===== src/include/exu_params.svh =====
`ifndef EXU_PARAMS_SVH
`define EXU_PARAMS_SVH

// datapath width
`define EXU_XLEN 32

// register file index
`define EXU_REG_AW 5

// immediate as delivered by decode, already sign extended
`define EXU_IMM_W 32

// csr address and the zimm field of csrrwi/csrrsi/csrrci
`define EXU_CSR_AW 12
`define EXU_CSR_IMM_W 5

// one quotient or product bit per cycle
`define EXU_MULDIV_STEPS 32

`endif


===== src/logic/exu_pkg.sv =====
`default_nettype none

`include "exu_params.svh"

package exu_pkg;

  // instruction class from decode
  typedef enum logic [3:0] {
    exc_none, exc_lui, exc_auipc, exc_jal, exc_jalr, exc_branch,
    exc_load, exc_store, exc_opimm, exc_opreg, exc_csr
  } exc_op_e;

  // alu function, mul/div group kept last
  typedef enum logic [4:0] {
    alu_add, alu_sub, alu_sll, alu_slt, alu_sltu, alu_xor, alu_srl, alu_sra,
    alu_or, alu_and, alu_beq, alu_bne, alu_blt, alu_bge, alu_bltu, alu_bgeu,
    alu_mul, alu_mulh, alu_mulhsu, alu_mulhu, alu_div, alu_divu, alu_rem, alu_remu
  } alu_op_e;

  typedef enum logic [1:0] {
    csr_none, csr_rw, csr_rs, csr_rc
  } csr_op_e;

  typedef struct packed {
    logic [`EXU_XLEN-1:0]   pc;
    logic [`EXU_REG_AW-1:0] rd;
    logic [`EXU_XLEN-1:0]   rs1;
    logic [`EXU_XLEN-1:0]   rs2;
    logic [`EXU_IMM_W-1:0]  imm;        // zimm sits in the low bits for csr*i
    exc_op_e                exc_op;
    alu_op_e                alu_op;
    csr_op_e                csr_op;
    logic [`EXU_CSR_AW-1:0] csr_addr;
    logic [`EXU_XLEN-1:0]   csr_old;    // value read from the csr file
    logic                   csr_use_imm;
    logic                   pdt_taken;  // predicted direction
  } issue_t;

  typedef struct packed {
    logic [`EXU_XLEN-1:0]   pc;
    logic [`EXU_REG_AW-1:0] rd;
    logic [`EXU_XLEN-1:0]   alu_res;
    logic [`EXU_XLEN-1:0]   store_data;
    exc_op_e                exc_op;
    logic                   csr_we;
    logic [`EXU_CSR_AW-1:0] csr_addr;
    logic [`EXU_XLEN-1:0]   csr_new;
  } ex_result_t;

  typedef struct packed {
    logic                 valid;
    logic [`EXU_XLEN-1:0] target;
  } redirect_t;

  typedef struct packed {
    logic                 valid;
    logic                 taken;
    logic [1:0]           jump_type;   // 1 jal, 2 jalr, 3 branch
    logic [`EXU_XLEN-1:0] pc;
    logic                 pdt_correct;
  } bpu_update_t;

endpackage

`default_nettype wire


===== src/logic/alu_top.sv =====
`timescale 1ns/100ps
`default_nettype none

`include "exu_params.svh"

module alu_top (
  input  wire                   clk,
  input  wire                   rst_i,
  input  wire                   start_i,
  input  wire exu_pkg::alu_op_e alu_op_i,
  input  wire [`EXU_XLEN-1:0]   a_i,
  input  wire [`EXU_XLEN-1:0]   b_i,
  output logic [`EXU_XLEN-1:0]  result_o,
  output logic                  compare_o,
  output logic                  busy_o
);
  import exu_pkg::*;

  localparam int cnt_w = $clog2(`EXU_MULDIV_STEPS);
  localparam logic [cnt_w-1:0] last_step = cnt_w'(`EXU_MULDIV_STEPS - 1);

  logic                   eq, lt_s, lt_u;
  logic [4:0]             shamt;
  logic [`EXU_XLEN-1:0]   base_res, md_res;
  logic                   is_md, is_div, a_neg, b_neg, div_zero;
  logic [`EXU_XLEN-1:0]   a_mag, b_mag;
  logic [cnt_w-1:0]       cnt_q;
  logic                   done_q, done_hit, md_go;
  logic [`EXU_XLEN-1:0]   hi_q, lo_q, hi_cur, lo_cur, hi_nxt, lo_nxt;
  logic [`EXU_XLEN:0]     mul_sum, div_trial;
  logic [`EXU_XLEN-1:0]   a_q, b_q;
  alu_op_e                op_q;
  logic [2*`EXU_XLEN-1:0] prod;

  assign eq    = (a_i == b_i);
  assign lt_s  = ($signed(a_i) < $signed(b_i));
  assign lt_u  = (a_i < b_i);
  assign shamt = b_i[4:0];

  always_comb begin
    compare_o = 1'b0;
    case (alu_op_i)
      alu_beq:  compare_o = eq;
      alu_bne:  compare_o = ~eq;
      alu_blt:  compare_o = lt_s;
      alu_bge:  compare_o = ~lt_s;
      alu_bltu: compare_o = lt_u;
      alu_bgeu: compare_o = ~lt_u;
      default:  compare_o = 1'b0;
    endcase
  end

  always_comb begin
    case (alu_op_i)
      alu_add:  base_res = a_i + b_i;
      alu_sub:  base_res = a_i - b_i;
      alu_sll:  base_res = a_i << shamt;
      alu_slt:  base_res = {{(`EXU_XLEN-1){1'b0}}, lt_s};
      alu_sltu: base_res = {{(`EXU_XLEN-1){1'b0}}, lt_u};
      alu_xor:  base_res = a_i ^ b_i;
      alu_srl:  base_res = a_i >> shamt;
      alu_sra:  base_res = $signed(a_i) >>> shamt;
      alu_or:   base_res = a_i | b_i;
      alu_and:  base_res = a_i & b_i;
      default:  base_res = {{(`EXU_XLEN-1){1'b0}}, compare_o};  // branch compares
    endcase
  end

  // operands stay put while the id/ex register holds, so signs come from the inputs
  assign is_md    = (alu_op_i inside {alu_mul, alu_mulh, alu_mulhsu, alu_mulhu,
                                      alu_div, alu_divu, alu_rem, alu_remu});
  assign is_div   = (alu_op_i inside {alu_div, alu_divu, alu_rem, alu_remu});
  assign a_neg    = (alu_op_i inside {alu_mulh, alu_mulhsu, alu_div, alu_rem}) & a_i[`EXU_XLEN-1];
  assign b_neg    = (alu_op_i inside {alu_mulh, alu_div, alu_rem}) & b_i[`EXU_XLEN-1];
  assign a_mag    = a_neg ? -a_i : a_i;
  assign b_mag    = b_neg ? -b_i : b_i;
  assign div_zero = (b_i == '0);

  // same op and operands as the finished one, the held result still applies
  assign done_hit = done_q && (a_i == a_q) && (b_i == b_q) && (alu_op_i == op_q);
  assign md_go    = start_i && is_md && !done_hit;
  assign busy_o   = md_go;

  // first step seeds from the operands
  assign hi_cur = (cnt_q == '0) ? '0 : hi_q;
  assign lo_cur = (cnt_q == '0) ? (is_div ? a_mag : b_mag) : lo_q;

  assign mul_sum   = {1'b0, hi_cur} + (lo_cur[0] ? {1'b0, a_mag} : '0);
  assign div_trial = {hi_cur, lo_cur[`EXU_XLEN-1]} - {1'b0, b_mag};

  always_comb begin
    if (!is_div) begin
      hi_nxt = mul_sum[`EXU_XLEN:1];  // shift-add, product builds into lo
      lo_nxt = {mul_sum[0], lo_cur[`EXU_XLEN-1:1]};
    end else if (!div_trial[`EXU_XLEN]) begin
      hi_nxt = div_trial[`EXU_XLEN-1:0];
      lo_nxt = {lo_cur[`EXU_XLEN-2:0], 1'b1};
    end else begin
      hi_nxt = {hi_cur[`EXU_XLEN-2:0], lo_cur[`EXU_XLEN-1]};  // restore
      lo_nxt = {lo_cur[`EXU_XLEN-2:0], 1'b0};
    end
  end

  always_ff @(posedge clk) begin
    if (rst_i) begin
      cnt_q  <= '0;
      done_q <= 1'b0;
    end else if (md_go) begin
      cnt_q  <= (cnt_q == last_step) ? '0 : cnt_q + 1'b1;
      done_q <= (cnt_q == last_step);
    end else if (!done_hit) begin
      cnt_q  <= '0;
      done_q <= 1'b0;
    end
  end

  always_ff @(posedge clk) begin
    if (md_go) begin
      hi_q <= hi_nxt;
      lo_q <= lo_nxt;
      if (cnt_q == last_step) begin
        a_q  <= a_i;
        b_q  <= b_i;
        op_q <= alu_op_i;
      end
    end
  end

  assign prod = (a_neg ^ b_neg) ? -{hi_q, lo_q} : {hi_q, lo_q};

  always_comb begin
    case (alu_op_i)
      alu_mul:                         md_res = prod[`EXU_XLEN-1:0];
      alu_mulh, alu_mulhsu, alu_mulhu: md_res = prod[2*`EXU_XLEN-1:`EXU_XLEN];
      alu_div, alu_divu:               md_res = div_zero ? '1 :
                                                ((a_neg ^ b_neg) ? -lo_q : lo_q);
      default:                         md_res = div_zero ? a_i : (a_neg ? -hi_q : hi_q);
    endcase
  end

  assign result_o = is_md ? md_res : base_res;

endmodule

`default_nettype wire


===== src/logic/branch_resolve.sv =====
`timescale 1ns/100ps
`default_nettype none

`include "exu_params.svh"

module branch_resolve (
  input  wire exu_pkg::issue_t     issue_i,
  input  wire                      compare_i,
  output exu_pkg::redirect_t       redirect_o,
  output exu_pkg::bpu_update_t     bpu_o
);
  import exu_pkg::*;

  logic                 is_jal, is_jalr, is_br, is_ctrl;
  logic                 taken, mispredict;
  logic [`EXU_XLEN-1:0] jalr_sum;

  assign is_jal  = (issue_i.exc_op == exc_jal);
  assign is_jalr = (issue_i.exc_op == exc_jalr);
  assign is_br   = (issue_i.exc_op == exc_branch);
  assign is_ctrl = is_jal | is_jalr | is_br;

  assign taken      = (is_br & compare_i) | is_jal | is_jalr;  // jumps always go
  assign mispredict = is_ctrl & (taken != issue_i.pdt_taken);

  assign jalr_sum = issue_i.rs1 + issue_i.imm;

  always_comb begin
    redirect_o.valid = mispredict;
    if (issue_i.pdt_taken && !taken) begin
      redirect_o.target = issue_i.pc + `EXU_XLEN'd4;  // fall through
    end else if (is_jalr) begin
      redirect_o.target = {jalr_sum[`EXU_XLEN-1:1], 1'b0};
    end else begin
      redirect_o.target = issue_i.pc + issue_i.imm;
    end
  end

  always_comb begin
    bpu_o.valid       = is_ctrl;
    bpu_o.taken       = taken;
    bpu_o.pc          = issue_i.pc;
    bpu_o.pdt_correct = (taken == issue_i.pdt_taken);
    if (is_jal) begin
      bpu_o.jump_type = 2'd1;
    end else if (is_jalr) begin
      bpu_o.jump_type = 2'd2;
    end else if (is_br) begin
      bpu_o.jump_type = 2'd3;
    end else begin
      bpu_o.jump_type = 2'd0;
    end
  end

endmodule

`default_nettype wire


===== src/logic/ex_stage_top.sv =====
`timescale 1ns/100ps
`default_nettype none

module ex_stage_top (
  input  wire                   clk,
  input  wire                   rst_i,
  input  wire                   issue_valid_i,
  input  wire exu_pkg::issue_t  issue_i,
  input  wire                   mem_stall_i,
  output logic                  stall_o,
  output logic                  result_valid_o,
  output exu_pkg::ex_result_t   result_o,
  output exu_pkg::redirect_t    redirect_o,
  output exu_pkg::bpu_update_t  bpu_o
);
  import exu_pkg::*;

  issue_t     idex_data;
  logic       idex_valid;
  ex_result_t ex_res;
  logic       ex_busy;
  logic       flush_idex;

  assign stall_o = ex_busy | mem_stall_i;

  // wrong-path instruction offered alongside the redirect is dropped
  assign flush_idex = redirect_o.valid & ~stall_o;

  stage_reg #(
    .payload_t (issue_t)
  ) u_idex (
    .clk     (clk),
    .rst_i   (rst_i),
    .hold_i  (stall_o),
    .flush_i (flush_idex),
    .valid_i (issue_valid_i),
    .data_i  (issue_i),
    .valid_o (idex_valid),
    .data_o  (idex_data)
  );

  exu u_exu (
    .clk        (clk),
    .rst_i      (rst_i),
    .valid_i    (idex_valid),
    .issue_i    (idex_data),
    .result_o   (ex_res),
    .redirect_o (redirect_o),
    .bpu_o      (bpu_o),
    .busy_o     (ex_busy)
  );

  // memory stall holds, a busy mul/div only inserts bubbles
  stage_reg #(
    .payload_t (ex_result_t)
  ) u_exmem (
    .clk     (clk),
    .rst_i   (rst_i),
    .hold_i  (mem_stall_i),
    .flush_i (ex_busy),
    .valid_i (idex_valid),
    .data_i  (ex_res),
    .valid_o (result_valid_o),
    .data_o  (result_o)
  );

endmodule

`default_nettype wire


===== src/logic/execute_csr.sv =====
`timescale 1ns/100ps
`default_nettype none

`include "exu_params.svh"

module execute_csr (
  input  wire exu_pkg::csr_op_e       csr_op_i,
  input  wire                         use_imm_i,
  input  wire [`EXU_CSR_IMM_W-1:0]    csr_imm_i,
  input  wire [`EXU_XLEN-1:0]         rs1_i,
  input  wire [`EXU_XLEN-1:0]         csr_old_i,
  output logic [`EXU_XLEN-1:0]        csr_new_o,
  output logic                        csr_we_o
);
  import exu_pkg::*;

  logic [`EXU_XLEN-1:0] src;
  logic                 src_zero;

  assign src = use_imm_i ? {{(`EXU_XLEN-`EXU_CSR_IMM_W){1'b0}}, csr_imm_i} : rs1_i;
  assign src_zero = (src == '0);

  always_comb begin
    csr_new_o = csr_old_i;
    csr_we_o  = 1'b0;
    case (csr_op_i)
      csr_rw: begin
        csr_new_o = src;
        csr_we_o  = 1'b1;
      end
      csr_rs: begin
        csr_new_o = csr_old_i | src;   // set bits
        csr_we_o  = ~src_zero;         // zero source is a pure read
      end
      csr_rc: begin
        csr_new_o = csr_old_i & ~src;  // clear bits
        csr_we_o  = ~src_zero;
      end
      default: ;
    endcase
  end

endmodule

`default_nettype wire


===== src/logic/exu.sv =====
`timescale 1ns/100ps
`default_nettype none

`include "exu_params.svh"

module exu (
  input  wire                   clk,
  input  wire                   rst_i,
  input  wire                   valid_i,
  input  wire exu_pkg::issue_t  issue_i,
  output exu_pkg::ex_result_t   result_o,
  output exu_pkg::redirect_t    redirect_o,
  output exu_pkg::bpu_update_t  bpu_o,
  output logic                  busy_o
);
  import exu_pkg::*;

  logic [`EXU_XLEN-1:0] op_a, op_b, upper_imm, alu_res, csr_new;
  logic                 compare, csr_we;
  alu_op_e              alu_op;
  redirect_t            br_redirect;
  bpu_update_t          br_bpu;

  assign upper_imm = {issue_i.imm[`EXU_XLEN-1:12], 12'b0};

  always_comb begin
    op_a   = '0;
    op_b   = '0;
    alu_op = alu_add;  // address and link math all add
    case (issue_i.exc_op)
      exc_opreg, exc_branch: begin
        op_a   = issue_i.rs1;
        op_b   = issue_i.rs2;
        alu_op = issue_i.alu_op;
      end
      exc_opimm, exc_load, exc_store: begin
        op_a   = issue_i.rs1;
        op_b   = issue_i.imm;
        alu_op = (issue_i.exc_op == exc_opimm) ? issue_i.alu_op : alu_add;
      end
      exc_jal, exc_jalr: begin
        op_a = issue_i.pc;
        op_b = `EXU_XLEN'd4;  // link value
      end
      exc_auipc: begin
        op_a = issue_i.pc;
        op_b = upper_imm;
      end
      exc_lui: op_b = upper_imm;
      exc_csr: op_b = issue_i.csr_old;  // rd gets the old csr value
      default: ;
    endcase
  end

  alu_top u_alu (
    .clk       (clk),
    .rst_i     (rst_i),
    .start_i   (valid_i),
    .alu_op_i  (alu_op),
    .a_i       (op_a),
    .b_i       (op_b),
    .result_o  (alu_res),
    .compare_o (compare),
    .busy_o    (busy_o)
  );

  execute_csr u_csr (
    .csr_op_i  (issue_i.csr_op),
    .use_imm_i (issue_i.csr_use_imm),
    .csr_imm_i (issue_i.imm[`EXU_CSR_IMM_W-1:0]),
    .rs1_i     (issue_i.rs1),
    .csr_old_i (issue_i.csr_old),
    .csr_new_o (csr_new),
    .csr_we_o  (csr_we)
  );

  branch_resolve u_branch (
    .issue_i    (issue_i),
    .compare_i  (compare),
    .redirect_o (br_redirect),
    .bpu_o      (br_bpu)
  );

  always_comb begin
    result_o.pc         = issue_i.pc;
    result_o.rd         = issue_i.rd;
    result_o.alu_res    = alu_res;
    result_o.store_data = issue_i.rs2;
    result_o.exc_op     = issue_i.exc_op;
    result_o.csr_we     = csr_we & (issue_i.exc_op == exc_csr);
    result_o.csr_addr   = issue_i.csr_addr;
    result_o.csr_new    = csr_new;

    redirect_o       = br_redirect;
    redirect_o.valid = br_redirect.valid & valid_i;  // bubbles never redirect
    bpu_o            = br_bpu;
    bpu_o.valid      = br_bpu.valid & valid_i;
  end

endmodule

`default_nettype wire


===== src/logic/stage_reg.sv =====
`timescale 1ns/100ps
`default_nettype none

module stage_reg #(
  parameter type payload_t = logic
) (
  input  wire           clk,
  input  wire           rst_i,
  input  wire           hold_i,
  input  wire           flush_i,
  input  wire           valid_i,
  input  wire payload_t data_i,
  output logic          valid_o,
  output payload_t      data_o
);

  // hold wins over flush, a held stage keeps its instruction
  always_ff @(posedge clk) begin
    if (rst_i) begin
      valid_o <= 1'b0;
    end else if (!hold_i) begin
      valid_o <= valid_i & ~flush_i;  // flush turns the slot into a bubble
    end
  end

  always_ff @(posedge clk) begin
    if (!hold_i) begin
      data_o <= data_i;
    end
  end

endmodule

`default_nettype wire

===== config.mk =====
export PLATFORM = sky130hd
export DESIGN_NAME = ex_stage_top
export DESIGN_NICKNAME = d
export VERILOG_FILES = /design/src/logic/exu_pkg.sv /design/src/logic/alu_top.sv /design/src/logic/branch_resolve.sv /design/src/logic/ex_stage_top.sv /design/src/logic/execute_csr.sv /design/src/logic/exu.sv /design/src/logic/stage_reg.sv
export VERILOG_INCLUDE_DIRS = /design/src /design/src/include
export SDC_FILE = /design/constraint.sdc
export NUM_CORES = 2
export LEC_CHECK = 0
export BUFFER_PORTS_ARGS = -buffer_cell sky130_fd_sc_hd__buf_2
export CORE_MARGIN = 5
export CORE_UTILIZATION = 30
export DETAILED_ROUTE_END_ITERATION = 10
export HOLD_SLACK_MARGIN = 0.06
export PLACE_DENSITY = 0.49
export SLEW_MARGIN = 0
export SYNTH_ARGS = -nofsm -noshare
export SYNTH_HDL_FRONTEND = slang
export SYNTH_SLANG_ARGS = --single-unit
export TNS_END_PERCENT = 1

===== constraint.sdc =====
create_clock -name clk -period 23.9 [get_ports clk]
set_input_delay 3.585 -clock clk [delete_from_list [all_inputs] [get_ports clk]]
set_output_delay 3.585 -clock clk [all_outputs]
set_load 0.02 [all_outputs]

==> flow_metrics.py <==
metrics = {
    "outcome": {
        "status": "complete, no violations",
    },
    "clock_network": {
        "root_buffer": "clkbuf_16",
        "cts.htree.levels": 2,
        "clkTransAtPathRegs_ps": 60,
        "cts_resized": 0,
        "numCtsBuffers": 61,
        "postCtsSetupRepairBufs": 0,
        "clock_sinks": 481,
        "cts_tree": "done",
        "clk_path_buf_depth": 3,
        "postCtsHoldBufs": 0,
        "insertion_delay_ps": 730,
    },
    "power": {
        "p_leak_nw": 18.60,
        "switching_share": 0.3601,
        "combPwrFrac": 0.293,
        "power_density_nw_per_um2": 62.82,
        "finalPower_mw": 2.965,
        "switching_power_mw": 1.068,
        "p_clk_frac": 0.360,
        "cell_internal_pwr_mw": 1.898,
        "p_seq_frac": 0.347,
        "ir_drop_mv": 0.05977,
    },
    "grt": {
        "grt_use_total": 0.2733,
        "gr-total-overflow": 0,
        "grt_pass1_wl_mm": 290.9,
        "grt_pass1_vias": 37230,
        "grt_max_degree": 72,
        "antenna_found_initial": 21,
    },
    "synth": {
        "yosys_warnings": 0,
        "synth_commonest_cells": "edfxtp_1, nand2_1, nor2_1",
        "yosysTopAreaCellShare": 0.3459,
        "ys_ff_latch": 481,
        "syn-num-nets": 5077,
        "yosysMostFrequentCell": "edfxtp_1",
        "ys_seq_area_frac": 0.3499,
        "synth_ff_type": "edfxtp_1",
        "synthTopCellsByArea": "edfxtp_1, ha_1, xnor2_1",
        "synth_top_area_cell": "edfxtp_1",
        "synth_area_um2": 41060,
        "synth.distinct_cells": 90,
        "synth_edf_count": 473,
        "syn-instance-count": 4646,
        "avgSynthCellArea_um2": 8.837,
        "async_reset_ff_frac": 0,
    },
    "placed_design": {
        "routabilityCongestion": 1.013,
        "hpwl_mm": 162.8,
        "port_buffers": 415,
    },
    "worst_setup_path": {
        "crit_path_max_fanout": 55,
        "critical_path_class": "reg2out",
        "cp_data_required_time_ps": 20320,
        "r2r_setup_slack_ps": 14870,
        "crit_path_start_kind": "flop",
        "crit_arrival_ps": 9010,
        "crit_path_end_kind": "output port",
    },
    "floorplan": {
        "die_w_um": 379.9,
        "rows": 135,
        "die_y_um": 379.9,
        "dieArea_um2": 144400,
        "core_um2": 135800,
        "start_util": 0.3023,
        "pin_count": 416,
    },
    "finish": {
        "drive_gt1_frac": 0.1524,
        "area_growth_syn_to_layout_pct": 14.98,
        "fin_nets": 5328,
        "fillCellCount": 14220,
    },
    "drt": {
        "viasPerCell": 6.049,
        "vias": 40740,
        "totalWireLength_mm": 208.2,
        "postRouteAntennaNets": 0,
        "met1_length_mm": 90.32,
        "dr_wl_met3_mm": 19.15,
        "drt-initial-drc-count": 5393,
        "highest_layer": "met5",
        "drc": 0,
        "wl_per_cell_um": 30.91,
        "dr.pass1.iters": 9,
        "dr_wl_met2_mm": 90.09,
    },
    "timing": {
        "fin_skew_ps": 66.73,
        "finalSetupViolCount": 0,
        "rsz0062_at_grt": "false",
        "final_max_slew_viol_count": 0,
        "timing.slew.headroom": 0.1260,
        "tns_ps": 0,
        "fin_crit_sh": 0.5270,
        "fmax_mhz": 79.40,
        "hold_viol": 0,
        "final.min_clock_period_ps": 12600,
        "tightest_slew_ps": 1309,
    },
    "worst_hold_path": {
        "hp-class": "reg2reg",
    },
    "job": {
        "drv_cap": 0,
    },
}
-- worst paths after layout --
kind,cells past startpoint,from,to
worst max register to register,24,u_idex.data_o[53],u_exu.u_alu.hi_q[9]
worst min register to register,0,u_idex.data_o[34],u_exmem.data_o[32]
worst max-delay path,21,u_idex.data_o[53],redirect_o[31]
worst min-delay path,0,u_idex.data_o[34],u_exmem.data_o[32]
-- placed cells by master, fill, tap and decap left out, types with 62 or more instances in the layout --
| master | n |
|---|---|
| a211oi_1 | 62 |
| mux2i_1 | 193 |
| edfxtp_1 | 473 |
| ha_1 | 230 |
| o211ai_1 | 72 |
| xnor2_1 | 244 |
| buf_4 | 109 |
| nand3_1 | 98 |
| nand2_1 | 427 |
| a21o_1 | 70 |
| nor2_1 | 403 |
| nor3_1 | 101 |
| inv_1 | 162 |
| a31oi_1 | 69 |
| o21ai_0 | 267 |
| a21oi_1 | 345 |
| buf_2 | 415 |
| xor2_1 | 96 |
-- logic make-up (layout without fill, tap and decap cells) --
logic type,Yosys count,after routing,share of synthesized area
compound gates,1426,1426,0.2339
xor+xnor,341,341,0.07293
fa+ha+maj,237,237,0.07332
buf+inv,513,815,0.05086
flops,481,481,0.3499
mux,218,218,0.05391
other cells,0,7,0
simple gates,1430,1430,0.1653
-- sequential cells by signal (all words and copies together), names as in the netlist --
name and cells:
u_exu.u_alu.done_q 1, u_exmem.data_o 150, u_exu.u_alu.hi_q 32, u_exmem.valid_o 1
u_idex.valid_o 1, u_exu.u_alu.cnt_q 5, u_exu.u_alu.lo_q 32, u_exu.u_alu.b_q 32
u_idex.data_o 190, u_exu.u_alu.a_q 32, u_exu.u_alu.op_q 5
-- stage by stage --
| stage | instance area (um^2) | util | hold slack [ps] | cells | worst slack [ps] |
|---|---|---|---|---|---|
| finish | 47210 | 0.3476 | 416.3 | 6736 | 11300 |
| global route | 47200 | 0.3476 | 426.0 | 6733 | 10740 |
| CTS | 47190 | 0.3475 | 417.3 | 6729 | 11500 |
| detailed placement | 44910 | 0.3307 | 404.5 | 6615 | 12230 |
| global placement | 44910 | 0.3307 | 400.6 | 6615 | 12300 |
| floorplan | 41060 | - | 400.3 | 4646 | 11940 |
-- area by class of cell --
type                    count  area (um^2)  share of cell area
clock buffers              69         1567             0.03318
diodes                      7        17.52           0.0003710
clock inverters            45        716.9             0.01519
multi-input cells        3652        24740              0.5241
flip-flops and latches    481        14360              0.3043
inverters                 177        676.9             0.01434
repair buffers            524         2895             0.06133
well taps                1781         2228             0.04720
-- worst max-delay path: stages (launching register included) --
cell       delay, ps
edfxtp_1         550
buf_4            500
nor2b_2          230
buf_4            240
and2_1           760
a222oi_1         440
ha_1             650
nor4_1           770
nand2_1          150
a311oi_1         570
nor3_1            90
nand3_1          170
a221o_1          430
a21o_1           140
o211ai_1          80
a21o_1           210
a31oi_1          160
ha_2             370
buf_4            530
nor2_1           190
a2111oi_0        700
buf_2            290
-- routing by layer --
| layer | vias to the layer above | global-route usage |
|---|---|---|
| met5 | - | 0 |
| met4 | 14 | 0.09549 |
| met3 | 320 | 0.05841 |
| met2 | 2249 | 0.4160 |
| met1 | 20200 | 0.3832 |
| li1 | 17960 | - |
-- power groups by stage --
stage | Clock [mW] | Combinational (mW) | Sequential [mW]
2_1_floorplan | 0 | 0.497 | 1.05
4_1_cts | 1.09 | 0.840 | 1.03
3_5_place_dp | 0 | 0.837 | 1.05
3_3_place_gp | 0 | 0.840 | 1.05
6_report | 1.07 | 0.868 | 1.03
5_1_grt | 1.13 | 0.908 | 1.03
Note: power is estimated with default switching activity, not from simulation.
